**config.mk**
```make
export PLATFORM = sky130hd
export DESIGN_NAME = icache_top
export DESIGN_NICKNAME = d
export VERILOG_FILES = /design/src/rtl/icache_pkg.sv /design/src/rtl/icache_tag_bank.sv /design/src/rtl/icache_data_bank.sv /design/src/rtl/icache_refill_buffer.sv /design/src/rtl/icache_controller.sv /design/src/rtl/icache_top.sv
export SDC_FILE = /design/constraint.sdc
export NUM_CORES = 2
export LEC_CHECK = 0
export BUFFER_PORTS_ARGS = -buffer_cell sky130_fd_sc_hd__clkbuf_2
export CAP_MARGIN = 20
export CORE_UTILIZATION = 40
export DETAILED_ROUTE_END_ITERATION = 6
export PLACE_DENSITY = 0.61
export REMOVE_ABC_BUFFERS = 1
export SYNTH_ARGS = -nofsm -noshare
export SYNTH_HDL_FRONTEND = slang
export SYNTH_SLANG_ARGS = --single-unit
export TNS_END_PERCENT = 30
```
**constraint.sdc**
```tcl
create_clock -name clk -period 16.05 [get_ports clk]
set_clock_uncertainty 0.1 [all_clocks]
set_input_delay 0 -clock clk [delete_from_list [all_inputs] [get_ports clk]]
set_output_delay 0 -clock clk [all_outputs]
set_load 0.02 [all_outputs]
```
**src/rtl/icache_pkg.sv**
```systemverilog
`default_nettype none

package icache_pkg;

   //////////////////////////////
   // Fixed widths
   //////////////////////////////

   // Byte address on fetch and refill side
   localparam int FETCH_ADDR_WIDTH = 32;
   // One instruction word, also one cache line
   localparam int FETCH_DATA_WIDTH = 32;
   // Byte offset inside a line
   localparam int LINE_OFFSET_BITS = 2;

   //////////////////////////////
   // Vector types
   //////////////////////////////

   typedef logic [FETCH_ADDR_WIDTH-1:0] addr_t;
   typedef logic [FETCH_DATA_WIDTH-1:0] data_t;

   // Address without offset, stored whole as the tag
   typedef logic [FETCH_ADDR_WIDTH-LINE_OFFSET_BITS-1:0] line_addr_t;

   // Tag entry of one row
   typedef struct packed {
      logic       valid;
      line_addr_t line;
   } tag_entry_t;

   // Fetch request payload
   typedef struct packed {
      addr_t addr;
   } fetch_req_t;

   // Refill request payload, word aligned
   typedef struct packed {
      addr_t addr;
   } refill_req_t;

   // Controller FSM
   typedef enum logic [2:0] {
      IDLE,
      LOOKUP,
      REFILL_REQ,
      REFILL_WAIT,
      RESPOND,
      FLUSH
   } ctrl_state_t;

endpackage

`default_nettype wire

```
**src/rtl/icache_tag_bank.sv**
```systemverilog
`default_nettype none

module icache_tag_bank
   import icache_pkg::*;
#(
   parameter int NB_SETS = 16,
   localparam int IDX_W = $clog2(NB_SETS)
)
(
   input  logic             clk,
   input  logic             rst_n_i,
   input  logic             rd_en_i,
   input  logic             wr_en_i,
   input  logic [IDX_W-1:0] index_i,
   input  tag_entry_t       wdata_i,
   input  logic             flush_i,
   output tag_entry_t       rdata_o
);

   // Valid bits, one per row
   logic [NB_SETS-1:0] valid_q;
   // Stored line addresses
   line_addr_t         line_q [NB_SETS];

   // Reset and flush both wipe every valid bit
   always_ff @(posedge clk)
   begin
      if (!rst_n_i || flush_i)
         valid_q <= '0;
      else if (wr_en_i)
         valid_q[index_i] <= wdata_i.valid;
   end

   // Line storage and registered read port
   always_ff @(posedge clk)
   begin
      if (wr_en_i)
         line_q[index_i] <= wdata_i.line;
      if (rd_en_i)
      begin
         rdata_o.valid <= valid_q[index_i];
         rdata_o.line  <= line_q[index_i];
      end
   end

endmodule

`default_nettype wire

```
**src/rtl/icache_data_bank.sv**
```systemverilog
`default_nettype none

module icache_data_bank
   import icache_pkg::*;
#(
   parameter int NB_SETS = 16,
   localparam int IDX_W = $clog2(NB_SETS)
)
(
   input  logic             clk,
   input  logic             rd_en_i,
   input  logic             wr_en_i,
   input  logic [IDX_W-1:0] index_i,
   input  data_t            wdata_i,
   output data_t            rdata_o
);

   // One instruction word per row
   data_t mem_q [NB_SETS];

   // Write port on the shared index
   always_ff @(posedge clk)
   begin
      if (wr_en_i)
         mem_q[index_i] <= wdata_i;
   end

   // Read data one cycle after the enable
   always_ff @(posedge clk)
   begin
      if (rd_en_i)
         rdata_o <= mem_q[index_i];
   end

endmodule

`default_nettype wire

```
**src/rtl/icache_refill_buffer.sv**
```systemverilog
`default_nettype none

module icache_refill_buffer
   import icache_pkg::*;
(
   input  logic  clk,
   input  logic  rst_n_i,
   input  logic  valid_i,
   input  data_t data_i,
   output logic  valid_o,
   output data_t data_o
);

   // Two entries, so single bit pointers
   data_t       mem_q [2];
   logic        wr_ptr_q;
   logic        rd_ptr_q;
   logic [1:0]  count_q;
   logic        push;
   logic        pop;

   // Input has no ready, every beat is taken
   assign push = valid_i;
   // Consumer always accepts
   assign pop  = (count_q != 2'd0);

   assign valid_o = pop;
   assign data_o  = mem_q[rd_ptr_q];

   //////////////////////////////
   // Pointers and fill level
   //////////////////////////////
   always_ff @(posedge clk)
   begin
      if (!rst_n_i)
      begin
         wr_ptr_q <= 1'b0;
         rd_ptr_q <= 1'b0;
         count_q  <= 2'd0;
      end
      else
      begin
         if (push)
            wr_ptr_q <= ~wr_ptr_q;
         if (pop)
            rd_ptr_q <= ~rd_ptr_q;
         // Net change of one entry at most
         if (push && !pop)
            count_q <= count_q + 2'd1;
         else if (pop && !push)
            count_q <= count_q - 2'd1;
      end
   end

   // Entry storage
   always_ff @(posedge clk)
   begin
      if (push)
         mem_q[wr_ptr_q] <= data_i;
   end

endmodule

`default_nettype wire

```
**src/rtl/icache_controller.sv**
```systemverilog
`default_nettype none

module icache_controller
   import icache_pkg::*;
#(
   parameter int NB_WAYS = 2,
   parameter int NB_SETS = 16,
   localparam int IDX_W = $clog2(NB_SETS)
)
(
   input  logic                      clk,
   input  logic                      rst_n_i,

   // Fetch side
   input  logic                      fetch_req_valid_i,
   input  fetch_req_t                fetch_req_i,
   output logic                      fetch_req_ready_o,
   output logic                      fetch_rsp_valid_o,
   output data_t                     fetch_rsp_data_o,
   input  logic                      fetch_rsp_ready_i,

   // Refill side
   output logic                      refill_req_valid_o,
   output refill_req_t               refill_req_o,
   input  logic                      refill_req_ready_i,
   input  logic                      refill_rsp_valid_i,
   input  data_t                     refill_rsp_data_i,

   // Mode control
   input  logic                      bypass_i,
   output logic                      cache_is_bypassed_o,
   input  logic                      flush_i,
   output logic                      cache_is_flushed_o,

   // Bank control
   output logic [NB_WAYS-1:0]        tag_rd_en_o,
   output logic [NB_WAYS-1:0]        tag_wr_en_o,
   output logic [NB_WAYS-1:0]        data_rd_en_o,
   output logic [NB_WAYS-1:0]        data_wr_en_o,
   output logic [IDX_W-1:0]          index_o,
   output tag_entry_t                tag_wdata_o,
   output data_t                     data_wdata_o,
   output logic                      tag_flush_o,
   input  tag_entry_t [NB_WAYS-1:0]  tag_rdata_i,
   input  data_t [NB_WAYS-1:0]       data_rdata_i
);

   localparam int WAY_W = (NB_WAYS > 1) ? $clog2(NB_WAYS) : 1;

   ctrl_state_t        state_q, state_d;
   addr_t              addr_q;
   logic               bypass_q;
   logic               flushed_q, flushed_d;
   data_t              rsp_data_q, rsp_data_d;
   logic [WAY_W-1:0]   victim_q;
   logic [NB_WAYS-1:0] victim_onehot;
   line_addr_t         req_line;
   logic               accept;
   logic               alloc;
   logic               hit_any;
   data_t              hit_data;

   assign accept   = fetch_req_valid_i && fetch_req_ready_o;
   assign req_line = addr_q[FETCH_ADDR_WIDTH-1:LINE_OFFSET_BITS];

   // Index comes from the live request while idle
   assign index_o = (state_q == IDLE) ? fetch_req_i.addr[LINE_OFFSET_BITS +: IDX_W]
                                      : addr_q[LINE_OFFSET_BITS +: IDX_W];

   //////////////////////////////
   // Hit detection
   //////////////////////////////
   always_comb
   begin
      hit_any  = 1'b0;
      hit_data = '0;
      // Full line address compare on every way
      for (int w = 0; w < NB_WAYS; w++)
      begin
         if (tag_rdata_i[w].valid && (tag_rdata_i[w].line == req_line))
         begin
            hit_any  = 1'b1;
            hit_data = data_rdata_i[w];
         end
      end
   end

   //////////////////////////////
   // Next state and outputs
   //////////////////////////////
   always_comb
   begin
      state_d            = state_q;
      flushed_d          = flushed_q;
      rsp_data_d         = rsp_data_q;
      alloc              = 1'b0;
      fetch_req_ready_o  = 1'b0;
      fetch_rsp_valid_o  = 1'b0;
      refill_req_valid_o = 1'b0;
      tag_rd_en_o        = '0;
      data_rd_en_o       = '0;
      tag_flush_o        = 1'b0;
      unique case (state_q)
         IDLE:
         begin
            // Pending flush blocks new fetches
            fetch_req_ready_o = !flush_i;
            if (flush_i)
            begin
               state_d   = FLUSH;
               flushed_d = 1'b1;
            end
            else if (fetch_req_valid_i)
            begin
               if (bypass_i)
                  state_d = REFILL_REQ;
               else
               begin
                  // Read all ways in parallel
                  tag_rd_en_o  = '1;
                  data_rd_en_o = '1;
                  state_d      = LOOKUP;
               end
            end
         end
         LOOKUP:
         begin
            if (hit_any)
            begin
               rsp_data_d = hit_data;
               state_d    = RESPOND;
            end
            else
               state_d = REFILL_REQ;
         end
         REFILL_REQ:
         begin
            refill_req_valid_o = 1'b1;
            if (refill_req_ready_i)
               state_d = REFILL_WAIT;
         end
         REFILL_WAIT:
         begin
            if (refill_rsp_valid_i)
            begin
               rsp_data_d = refill_rsp_data_i;
               // No allocation for bypassed fetches
               alloc      = !bypass_q;
               if (!bypass_q)
                  flushed_d = 1'b0;
               state_d = RESPOND;
            end
         end
         RESPOND:
         begin
            fetch_rsp_valid_o = 1'b1;
            if (fetch_rsp_ready_i)
               state_d = IDLE;
         end
         FLUSH:
         begin
            // One cycle strobe to every tag bank
            tag_flush_o = 1'b1;
            state_d     = IDLE;
         end
         default:
            state_d = IDLE;
      endcase
   end

   // Refill request and fetch response
   assign refill_req_o     = '{addr: {req_line, {LINE_OFFSET_BITS{1'b0}}}};
   assign fetch_rsp_data_o = rsp_data_q;

   // Victim write ports
   assign victim_onehot = NB_WAYS'(1) << victim_q;
   assign tag_wr_en_o   = alloc ? victim_onehot : '0;
   assign data_wr_en_o  = alloc ? victim_onehot : '0;
   assign tag_wdata_o   = '{valid: 1'b1, line: req_line};
   assign data_wdata_o  = refill_rsp_data_i;

   assign cache_is_bypassed_o = (state_q == IDLE) && bypass_i;
   assign cache_is_flushed_o  = flushed_q;

   //////////////////////////////
   // Registers
   //////////////////////////////
   always_ff @(posedge clk)
   begin
      if (!rst_n_i)
      begin
         state_q   <= IDLE;
         // All valid bits are cleared by reset
         flushed_q <= 1'b1;
         bypass_q  <= 1'b0;
         victim_q  <= '0;
      end
      else
      begin
         state_q   <= state_d;
         flushed_q <= flushed_d;
         if (accept)
            bypass_q <= bypass_i;
         // Round robin over the ways
         if (alloc)
            victim_q <= (victim_q == WAY_W'(NB_WAYS - 1)) ? '0 : victim_q + 1'b1;
      end
   end

   // Request address and response payload
   always_ff @(posedge clk)
   begin
      if (accept)
         addr_q <= fetch_req_i.addr;
      rsp_data_q <= rsp_data_d;
   end

endmodule

`default_nettype wire

```
**src/rtl/icache_top.sv**
```systemverilog
`default_nettype none

module icache_top
   import icache_pkg::*;
#(
   parameter int NB_WAYS = 2,
   parameter int NB_SETS = 16
)
(
   input  logic        clk,
   input  logic        rst_n_i,

   // Fetch port
   input  logic        fetch_req_valid_i,
   input  fetch_req_t  fetch_req_i,
   output logic        fetch_req_ready_o,
   output logic        fetch_rsp_valid_o,
   output data_t       fetch_rsp_data_o,
   input  logic        fetch_rsp_ready_i,

   // Refill port
   output logic        refill_req_valid_o,
   output refill_req_t refill_req_o,
   input  logic        refill_req_ready_i,
   input  logic        refill_rsp_valid_i,
   input  data_t       refill_rsp_data_i,

   // Bypass and flush
   input  logic        bypass_i,
   output logic        cache_is_bypassed_o,
   input  logic        flush_i,
   output logic        cache_is_flushed_o
);

   localparam int IDX_W = $clog2(NB_SETS);

   // Bank side
   logic [NB_WAYS-1:0]       tag_rd_en;
   logic [NB_WAYS-1:0]       tag_wr_en;
   logic [NB_WAYS-1:0]       data_rd_en;
   logic [NB_WAYS-1:0]       data_wr_en;
   logic [IDX_W-1:0]         index;
   tag_entry_t               tag_wdata;
   data_t                    data_wdata;
   logic                     tag_flush;
   tag_entry_t [NB_WAYS-1:0] tag_rdata;
   data_t [NB_WAYS-1:0]      data_rdata;

   // Buffered refill response
   logic  rsp_valid;
   data_t rsp_data;

   //////////////////////////////
   // Controller
   //////////////////////////////
   icache_controller #(
      .NB_WAYS ( NB_WAYS ),
      .NB_SETS ( NB_SETS )
   ) icache_controller_i (
      .clk                 ( clk                 ),
      .rst_n_i             ( rst_n_i             ),
      .fetch_req_valid_i   ( fetch_req_valid_i   ),
      .fetch_req_i         ( fetch_req_i         ),
      .fetch_req_ready_o   ( fetch_req_ready_o   ),
      .fetch_rsp_valid_o   ( fetch_rsp_valid_o   ),
      .fetch_rsp_data_o    ( fetch_rsp_data_o    ),
      .fetch_rsp_ready_i   ( fetch_rsp_ready_i   ),
      .refill_req_valid_o  ( refill_req_valid_o  ),
      .refill_req_o        ( refill_req_o        ),
      .refill_req_ready_i  ( refill_req_ready_i  ),
      .refill_rsp_valid_i  ( rsp_valid           ),
      .refill_rsp_data_i   ( rsp_data            ),
      .bypass_i            ( bypass_i            ),
      .cache_is_bypassed_o ( cache_is_bypassed_o ),
      .flush_i             ( flush_i             ),
      .cache_is_flushed_o  ( cache_is_flushed_o  ),
      .tag_rd_en_o         ( tag_rd_en           ),
      .tag_wr_en_o         ( tag_wr_en           ),
      .data_rd_en_o        ( data_rd_en          ),
      .data_wr_en_o        ( data_wr_en          ),
      .index_o             ( index               ),
      .tag_wdata_o         ( tag_wdata           ),
      .data_wdata_o        ( data_wdata          ),
      .tag_flush_o         ( tag_flush           ),
      .tag_rdata_i         ( tag_rdata           ),
      .data_rdata_i        ( data_rdata          )
   );

   // Refill responses land here first
   icache_refill_buffer icache_refill_buffer_i (
      .clk     ( clk                ),
      .rst_n_i ( rst_n_i            ),
      .valid_i ( refill_rsp_valid_i ),
      .data_i  ( refill_rsp_data_i  ),
      .valid_o ( rsp_valid          ),
      .data_o  ( rsp_data           )
   );

   //////////////////////////////
   // One tag and one data bank per way
   //////////////////////////////
   for (genvar w = 0; w < NB_WAYS; w++)
   begin : gen_way
      icache_tag_bank #(
         .NB_SETS ( NB_SETS )
      ) tag_bank_i (
         .clk     ( clk          ),
         .rst_n_i ( rst_n_i      ),
         .rd_en_i ( tag_rd_en[w] ),
         .wr_en_i ( tag_wr_en[w] ),
         .index_i ( index        ),
         .wdata_i ( tag_wdata    ),
         .flush_i ( tag_flush    ),
         .rdata_o ( tag_rdata[w] )
      );

      icache_data_bank #(
         .NB_SETS ( NB_SETS )
      ) data_bank_i (
         .clk     ( clk           ),
         .rd_en_i ( data_rd_en[w] ),
         .wr_en_i ( data_wr_en[w] ),
         .index_i ( index         ),
         .wdata_i ( data_wdata    ),
         .rdata_o ( data_rdata[w] )
      );
   end

endmodule

`default_nettype wire

```
Yosys cells after proc, flatten, opt, wreduce, memory -nomap -nowiden
Memories as Yosys holds them, arrays and structs flattened. A register that Yosys moved wholly into a read port is not among the register bits.
Index checks and enable logic that the tools add are counted.
- output and inout port bits: 69
- memories: 5
- RAM bits: 2048
- input bits: 72
- register bits after elaboration: 108
- word-level logic and storage cells: 111
- bitwise gates (word level): 4
- shift-type cells: 1
- order comparisons: 2
- add/subtract/negate cells: 3
- eq/ne operators: 14
- reductions and logical operators: 21
- muxes and demuxes: 48
- memories (name ; words ; bits a word ; rd ports ; clocked after Yosys merged registers in ; wr ports ; RTL line ; source):
    gen_way[0].data_bank_i.mem_q ; 16 ; 32 ; 1 ; 1 ; 1 ; icache_data_bank.sv:19 ; data_t mem_q [NB_SETS];
    gen_way[1].data_bank_i.mem_q ; 16 ; 32 ; 1 ; 1 ; 1 ; icache_data_bank.sv:19 ;
    gen_way[0].tag_bank_i.line_q ; 16 ; 30 ; 1 ; 1 ; 1 ; icache_tag_bank.sv:23 ; line_addr_t line_q [NB_SETS];
    gen_way[1].tag_bank_i.line_q ; 16 ; 30 ; 1 ; 1 ; 1 ; icache_tag_bank.sv:23 ;
    icache_refill_buffer_i.mem_q ; 2 ; 32 ; 1 ; 1 ; 1 ; icache_refill_buffer.sv:15 ; data_t mem_q [2];
- operators with widths (operator ; number):
    $mux 32 ; 4
    $pmux 32 s2 ; 1
    $eq 30x30->1 ; 2
    $or 16x16->16 ; 2
    $mux 1 ; 23
    $mux 3 ; 6
    $mux 2 ; 8
    $pmux 3 s5 ; 1
    $bmux 1 s4 ; 2
    $ne 2x2->1 const B ; 4
    $reduce_and 4->1 ; 2
    $reduce_bool 2->1 ; 4
    $logic_and 1x1->1 ; 7
    $eq 3x2->1 const B ; 2
    $eq 3x3->1 const B ; 2
    $logic_not 1->1 ; 5
    $lt 4x5->1 const B ; 1
    $demux 1 s4 ; 1
    $ge 4x1->1 const B ; 1
    $mux 4 ; 1
    $ne 2x1->1 const B ; 2
    $eq 3x1->1 const B ; 1
    $logic_not 3->1 ; 1
    $ne 3x3->1 const B ; 1
    8 further kinds ; 9

Depth between registers and ports, before layout
- depth after elaboration: 7
- mapped depth: 10
- depth with buffers taken out: 6

Hierarchy
A second synthesis with hierarchy kept.
- cells, all modules: 3988
- area total of the unflattened synthesis: 86755.7 µm²
- modules (own cells, without submodules) (module ; times used ; seq. area each (µm²) ; cells each ; area an instance (µm²)):
    icache_data_bank ; 2 ; 16335.7 ; 840 ; 20183.1
    icache_tag_bank ; 2 ; 15665.0 ; 885 ; 19792.7
    icache_controller ; 1 ; 1981.9 ; 417 ; 4284.1
    icache_refill_buffer ; 1 ; 2021.9 ; 121 ; 2519.9

Least setup slack after synthesis
Ideal clock, no wire load.
- path type: register to register
- start: register icache_controller_i.state_q[1]
- end: register gen_way[0].data_bank_i.rdata_o[0], read port of gen_way[0].data_bank_i.mem_q, enable pin
- required time: 15337 ps
- arrival time: 6808 ps
- setup time: 613 ps
- stages on the path, launching flop included: 5
- period minus slack after synthesis: 7521 ps
- setup slack: 8529 ps
- buffers on the path: 1
- cells stage by stage: dfxtp_1 > clkbuf_1 > nor4_1 > nand2_1 > nor2_1
- longest elaborated chain between the ends: 2
- elaborated cells between the ends (all ways): 3
- those cells by class: 2 x mux; 1 x reduce/logical
- ends and longest elaborated chain (element ; RTL line ; source):
    start: declaration ; icache_controller.sv:50 ; ctrl_state_t state_q, state_d;
    start signal: assignment ; icache_controller.sv:200 ; state_q <= state_d;
    $logic_not 3->1 ; icache_controller.sv:103 ; unique case (state_q)
    $mux 2 ; icache_controller.sv:103 ;
    via gen_way[0].data_bank_i.rd_en_i ; icache_data_bank.sv:11 ; input logic rd_en_i,
    end: declaration ; icache_data_bank.sv:15 ; output data_t rdata_o
The timed path passes the listed nets, and every way through them passes these cells.
A chain may end at the register's enable or synchronous reset.

Worst setup path in the final report
- start: register icache_controller_i.state_q[0]
- end: register gen_way[1].data_bank_i.rdata_o[3], read port of gen_way[1].data_bank_i.mem_q, data pin
- longest elaborated chain between the ends: 2
- elaborated cells between the ends (all ways): 3
- those cells by class: 2 x mux; 1 x reduce/logical
- ends and longest elaborated chain (element ; RTL line):
    $logic_not 3->1 (*) ; icache_controller.sv:67, icache_controller.sv:103
    $mux 4 or $mux 2 (tied branches) ; icache_controller.sv:67, icache_controller.sv:103
    end: declaration ; icache_data_bank.sv:15
Every way passes the cells marked *; elsewhere a longest branch is shown, timed or not.

==> results.md <==
* Setup_tns at 0 ns
* Max Clk Rate at 177.8 MHz
* Setup WS pre-CTS at 10.50 ns
* Max clock buf depth at 3
* Post-synthesis cell area at 0.08664 mm2
* CP Data Required Time at 16.56 ns
* Syn Inst Count at 4591
* Critical Path Source Type: flip-flop
* Htree depth at 4
* Routed wire length at 221400 um
* Setup crit end kind: flip-flop
* CP arrival at 6.14 ns
* Wire per inst at 27.67 um
* Final hold violations at 0
* Yosys cell types at 50
* Pins Over Slew Limit at 0
* CP Class: reg2reg
* Final period utilization at 35.04%
* Die height at 467.4 um
* #FFs+latches synth at 2279
* Post-synth EDFFs at 2236
* Detail Placement HPWL at 107600 um
* Worst path max stage delay at 0.91 ns
* Post-layout nets at 5050
* Total gr overflow at 0
* First drt pass iteration count at 5
* Syn avg cell area at 18.87 um2
* Filler Cells Inserted at 18040
* Via count at 44920
* Postcts setup bufs at 0
* Pin count of the biggest net entering global routing at 120
* Most frequent cell on the critical path: buf_4
* Max rail drop VDD at 0.1386 mV
* Minimum clock period at 5.624 ns
* Critical-path cell list: or4b_1 -> nand2_4 -> buf_12 -> buf_4 -> buf_4 -> mux2i_1 -> o22a_1 -> o221ai_1 -> or3_1
* Multi-input gate area at 0.01783 mm2
* Die area at 0.2185 mm2
* CTS Sinks at 2279
* Register area share after synthesis at 78.49%
* Yosys warnings at 0
* Post-route worst setup slack at 10.43 ns
* Vias in the first global route at 44320
* Initial antenna violation count at 3
* P_leak at 33.59 nW
* Async SR Flop Fraction at 0%
* Clock Latency Late Sink at 0.88 ns
* Share of the synthesized area in the top cell type at 77.50%
* # resized after CTS at 0
* Initial DRC Count at 4345
* Hold buffer count at cts at 143
* Port Buffers at 136
* Final setup vio count at 0
* GPL Wtd Cong at 0.8042
* Crit-path max FO at 115
* Least-Margin Pin Slew at 1.152 ns
* Slew headroom at 23.22%
* Starting Density at 40.33%
* Area Overhead vs Synth at 15.10%
* Root buf cell: clkbuf_16
* Clock transition at the registers of the reported paths at 0.06 ns
* Status: finished, final reports clean
* RSZ-0062 raised after global routing: false
* P per Cell Area at 157.8 mW/mm2
* Total CTS buffers at 225
* Global-route wire length before repair at 314200 um
* Share of layout cells above drive strength 1 at 13.04%
* I/O pin count at 141
* Max-cap violations at 0
* Power, Total at 15.74 mW
* Dominant synthesized flop cell: edfxtp_1
* CTS tree: yes
* Storage cell area at 0.06801 mm2
* DR vias/cell at 5.614
* Crit path max-delay cell type: buf_4
* Die Span X at 467.4 um
* DR DRC count at 0
* Worst Hold Class: in2reg
* Gr usage total at 19.98%
* Core Footprint at 0.2148 mm2
* Final ANT Viol Nets at 0
* Num rows at 170
* Yosys top cell by area: edfxtp_1
* Ranking of synthesized cells by area: edfxtp_1, mux2i_1, o22ai_1
## cells by family after synthesis
family / share of synthesized area (%)
AO/OA/AOI/OAI: 5.174
multiplexers: 12.15
flip-flops: 78.49
XOR/XNOR: 0.6672
AND/OR/NAND/NOR: 2.132
other: 0.004328
buffers and inverters: 1.366
adder cells (fa/ha/maj): 0.01444
## registers in the layout (all words and copies together) (netlist names), 2 cells and up, named ones only
register	cells
gen_way.data_bank_i.mem_q	1024
gen_way.data_bank_i.rdata_o	64
gen_way.tag_bank_i.line_q	960
gen_way.tag_bank_i.rdata_o	62
gen_way.tag_bank_i.valid_q	32
icache_controller_i.addr_q	30
icache_controller_i.fetch_rsp_data_o	32
icache_controller_i.state_q	3
icache_refill_buffer_i.count_q	2
icache_refill_buffer_i.mem_q	64
## layout make-up
type                    instances  share of cell area (%)
well taps                    2838                   3.561
diodes                          1                0.002509
multi-input cells            2059                   17.88
clock inverters               140                   1.251
clock buffers                 273                   5.932
flip-flops and latches       2279                   68.19
inverters                       5                 0.01882
repair buffers                407                   3.164
## routing by layer
metal / global-route usage, % / wire length (um) / share of wire, % / vias up
li1: - / - / - / 19480
met1: 27.10 / 93940 / 42 / 23620
met2: 33.43 / 108600 / 49 / 1489
met3: 2.847 / 13270 / 6.0 / 342
met4: 5.722 / 5653 / 2.6 / 0
met5: 0 / 0 / 0 / -
## where the power goes
part	internal (mW)	switching [mW]
sequential	7.00	0.0452
clock	2.82	2.26
combinational	1.41	2.21
total	11.2	4.51
## placed cells by master, fill, tap and decap left out, drive strengths merged, types with 21 or more instances in the layout
master          n
a31oi          36
buf           128
clkbuf        409
clkinv        113
dfxtp          43
dlygate4sd3   143
edfxtp       2236
mux2           35
mux2i        1012
nand2          53
nand4          21
nor2           44
nor2b          34
o21a           32
o21ai          36
o221ai        126
o22a          126
o22ai         252
or3           131
xnor2          34
xor2           32
## through the flow
step	hold slack, ns	util (%)	std cells	cell area, um2
floorplan	-0.02377	-	4343	85480
finish	0.07119	46.42	8002	99720
detailed placement	0.07863	42.41	7444	91100
global placement	0.07701	42.41	7444	91100
global route	0.07068	46.42	8002	99720
CTS	0.05705	46.41	8000	99690
## path summary, 6_finish.rpt
| kind | from | end | slack (ns) | cells after the start |
|---|---|---|---|---|
| hold reg to reg | gen_way[0].tag_bank_i.valid_q[15]$_SDFFE_PP0P_ | gen_way[0].tag_bank_i.valid_q[15]$_SDFFE_PP0P_ | 0.36 | 1 |
| setup / recovery | icache_controller_i.state_q[0]$_SDFFE_PN0P_ | gen_way[1].data_bank_i.rdata_o[3]$_DFFE_PP_ | 10.43 | 9 |
| hold / removal | refill_rsp_valid_i | icache_refill_buffer_i.mem_q[0][22]$_DFFE_PP_ | 0.07 | 3 |
| setup reg to reg | icache_controller_i.state_q[0]$_SDFFE_PN0P_ | gen_way[1].data_bank_i.rdata_o[3]$_DFFE_PP_ | 10.43 | 9 |
## critical path: cells and delay by family (launching register included)
kind | cells | cell delay, ns
and+or+nand+nor | 3 | 1.48
DFF | 1 | 0.48
AOI/OAI and AO/OA | 2 | 0.29
buffers and inverters | 3 | 2.44
muxes | 1 | 0.27
## synth_stat cells (32+ instances only)
cell      count
a31oi_1      36
o221ai_1    126
xnor2_1      34
dfxtp_1      43
o21ai_0      36
clkbuf_1     66
nor2b_1      34
mux2_2       35
o21a_1       32
nor2_1       44
buf_2       137
mux2i_1    1011
or3_1       131
o22ai_1     252
xor2_1       32
edfxtp_1   2236
nand2_1      49
o22a_1      126
(Power assumes the default switching activity.)
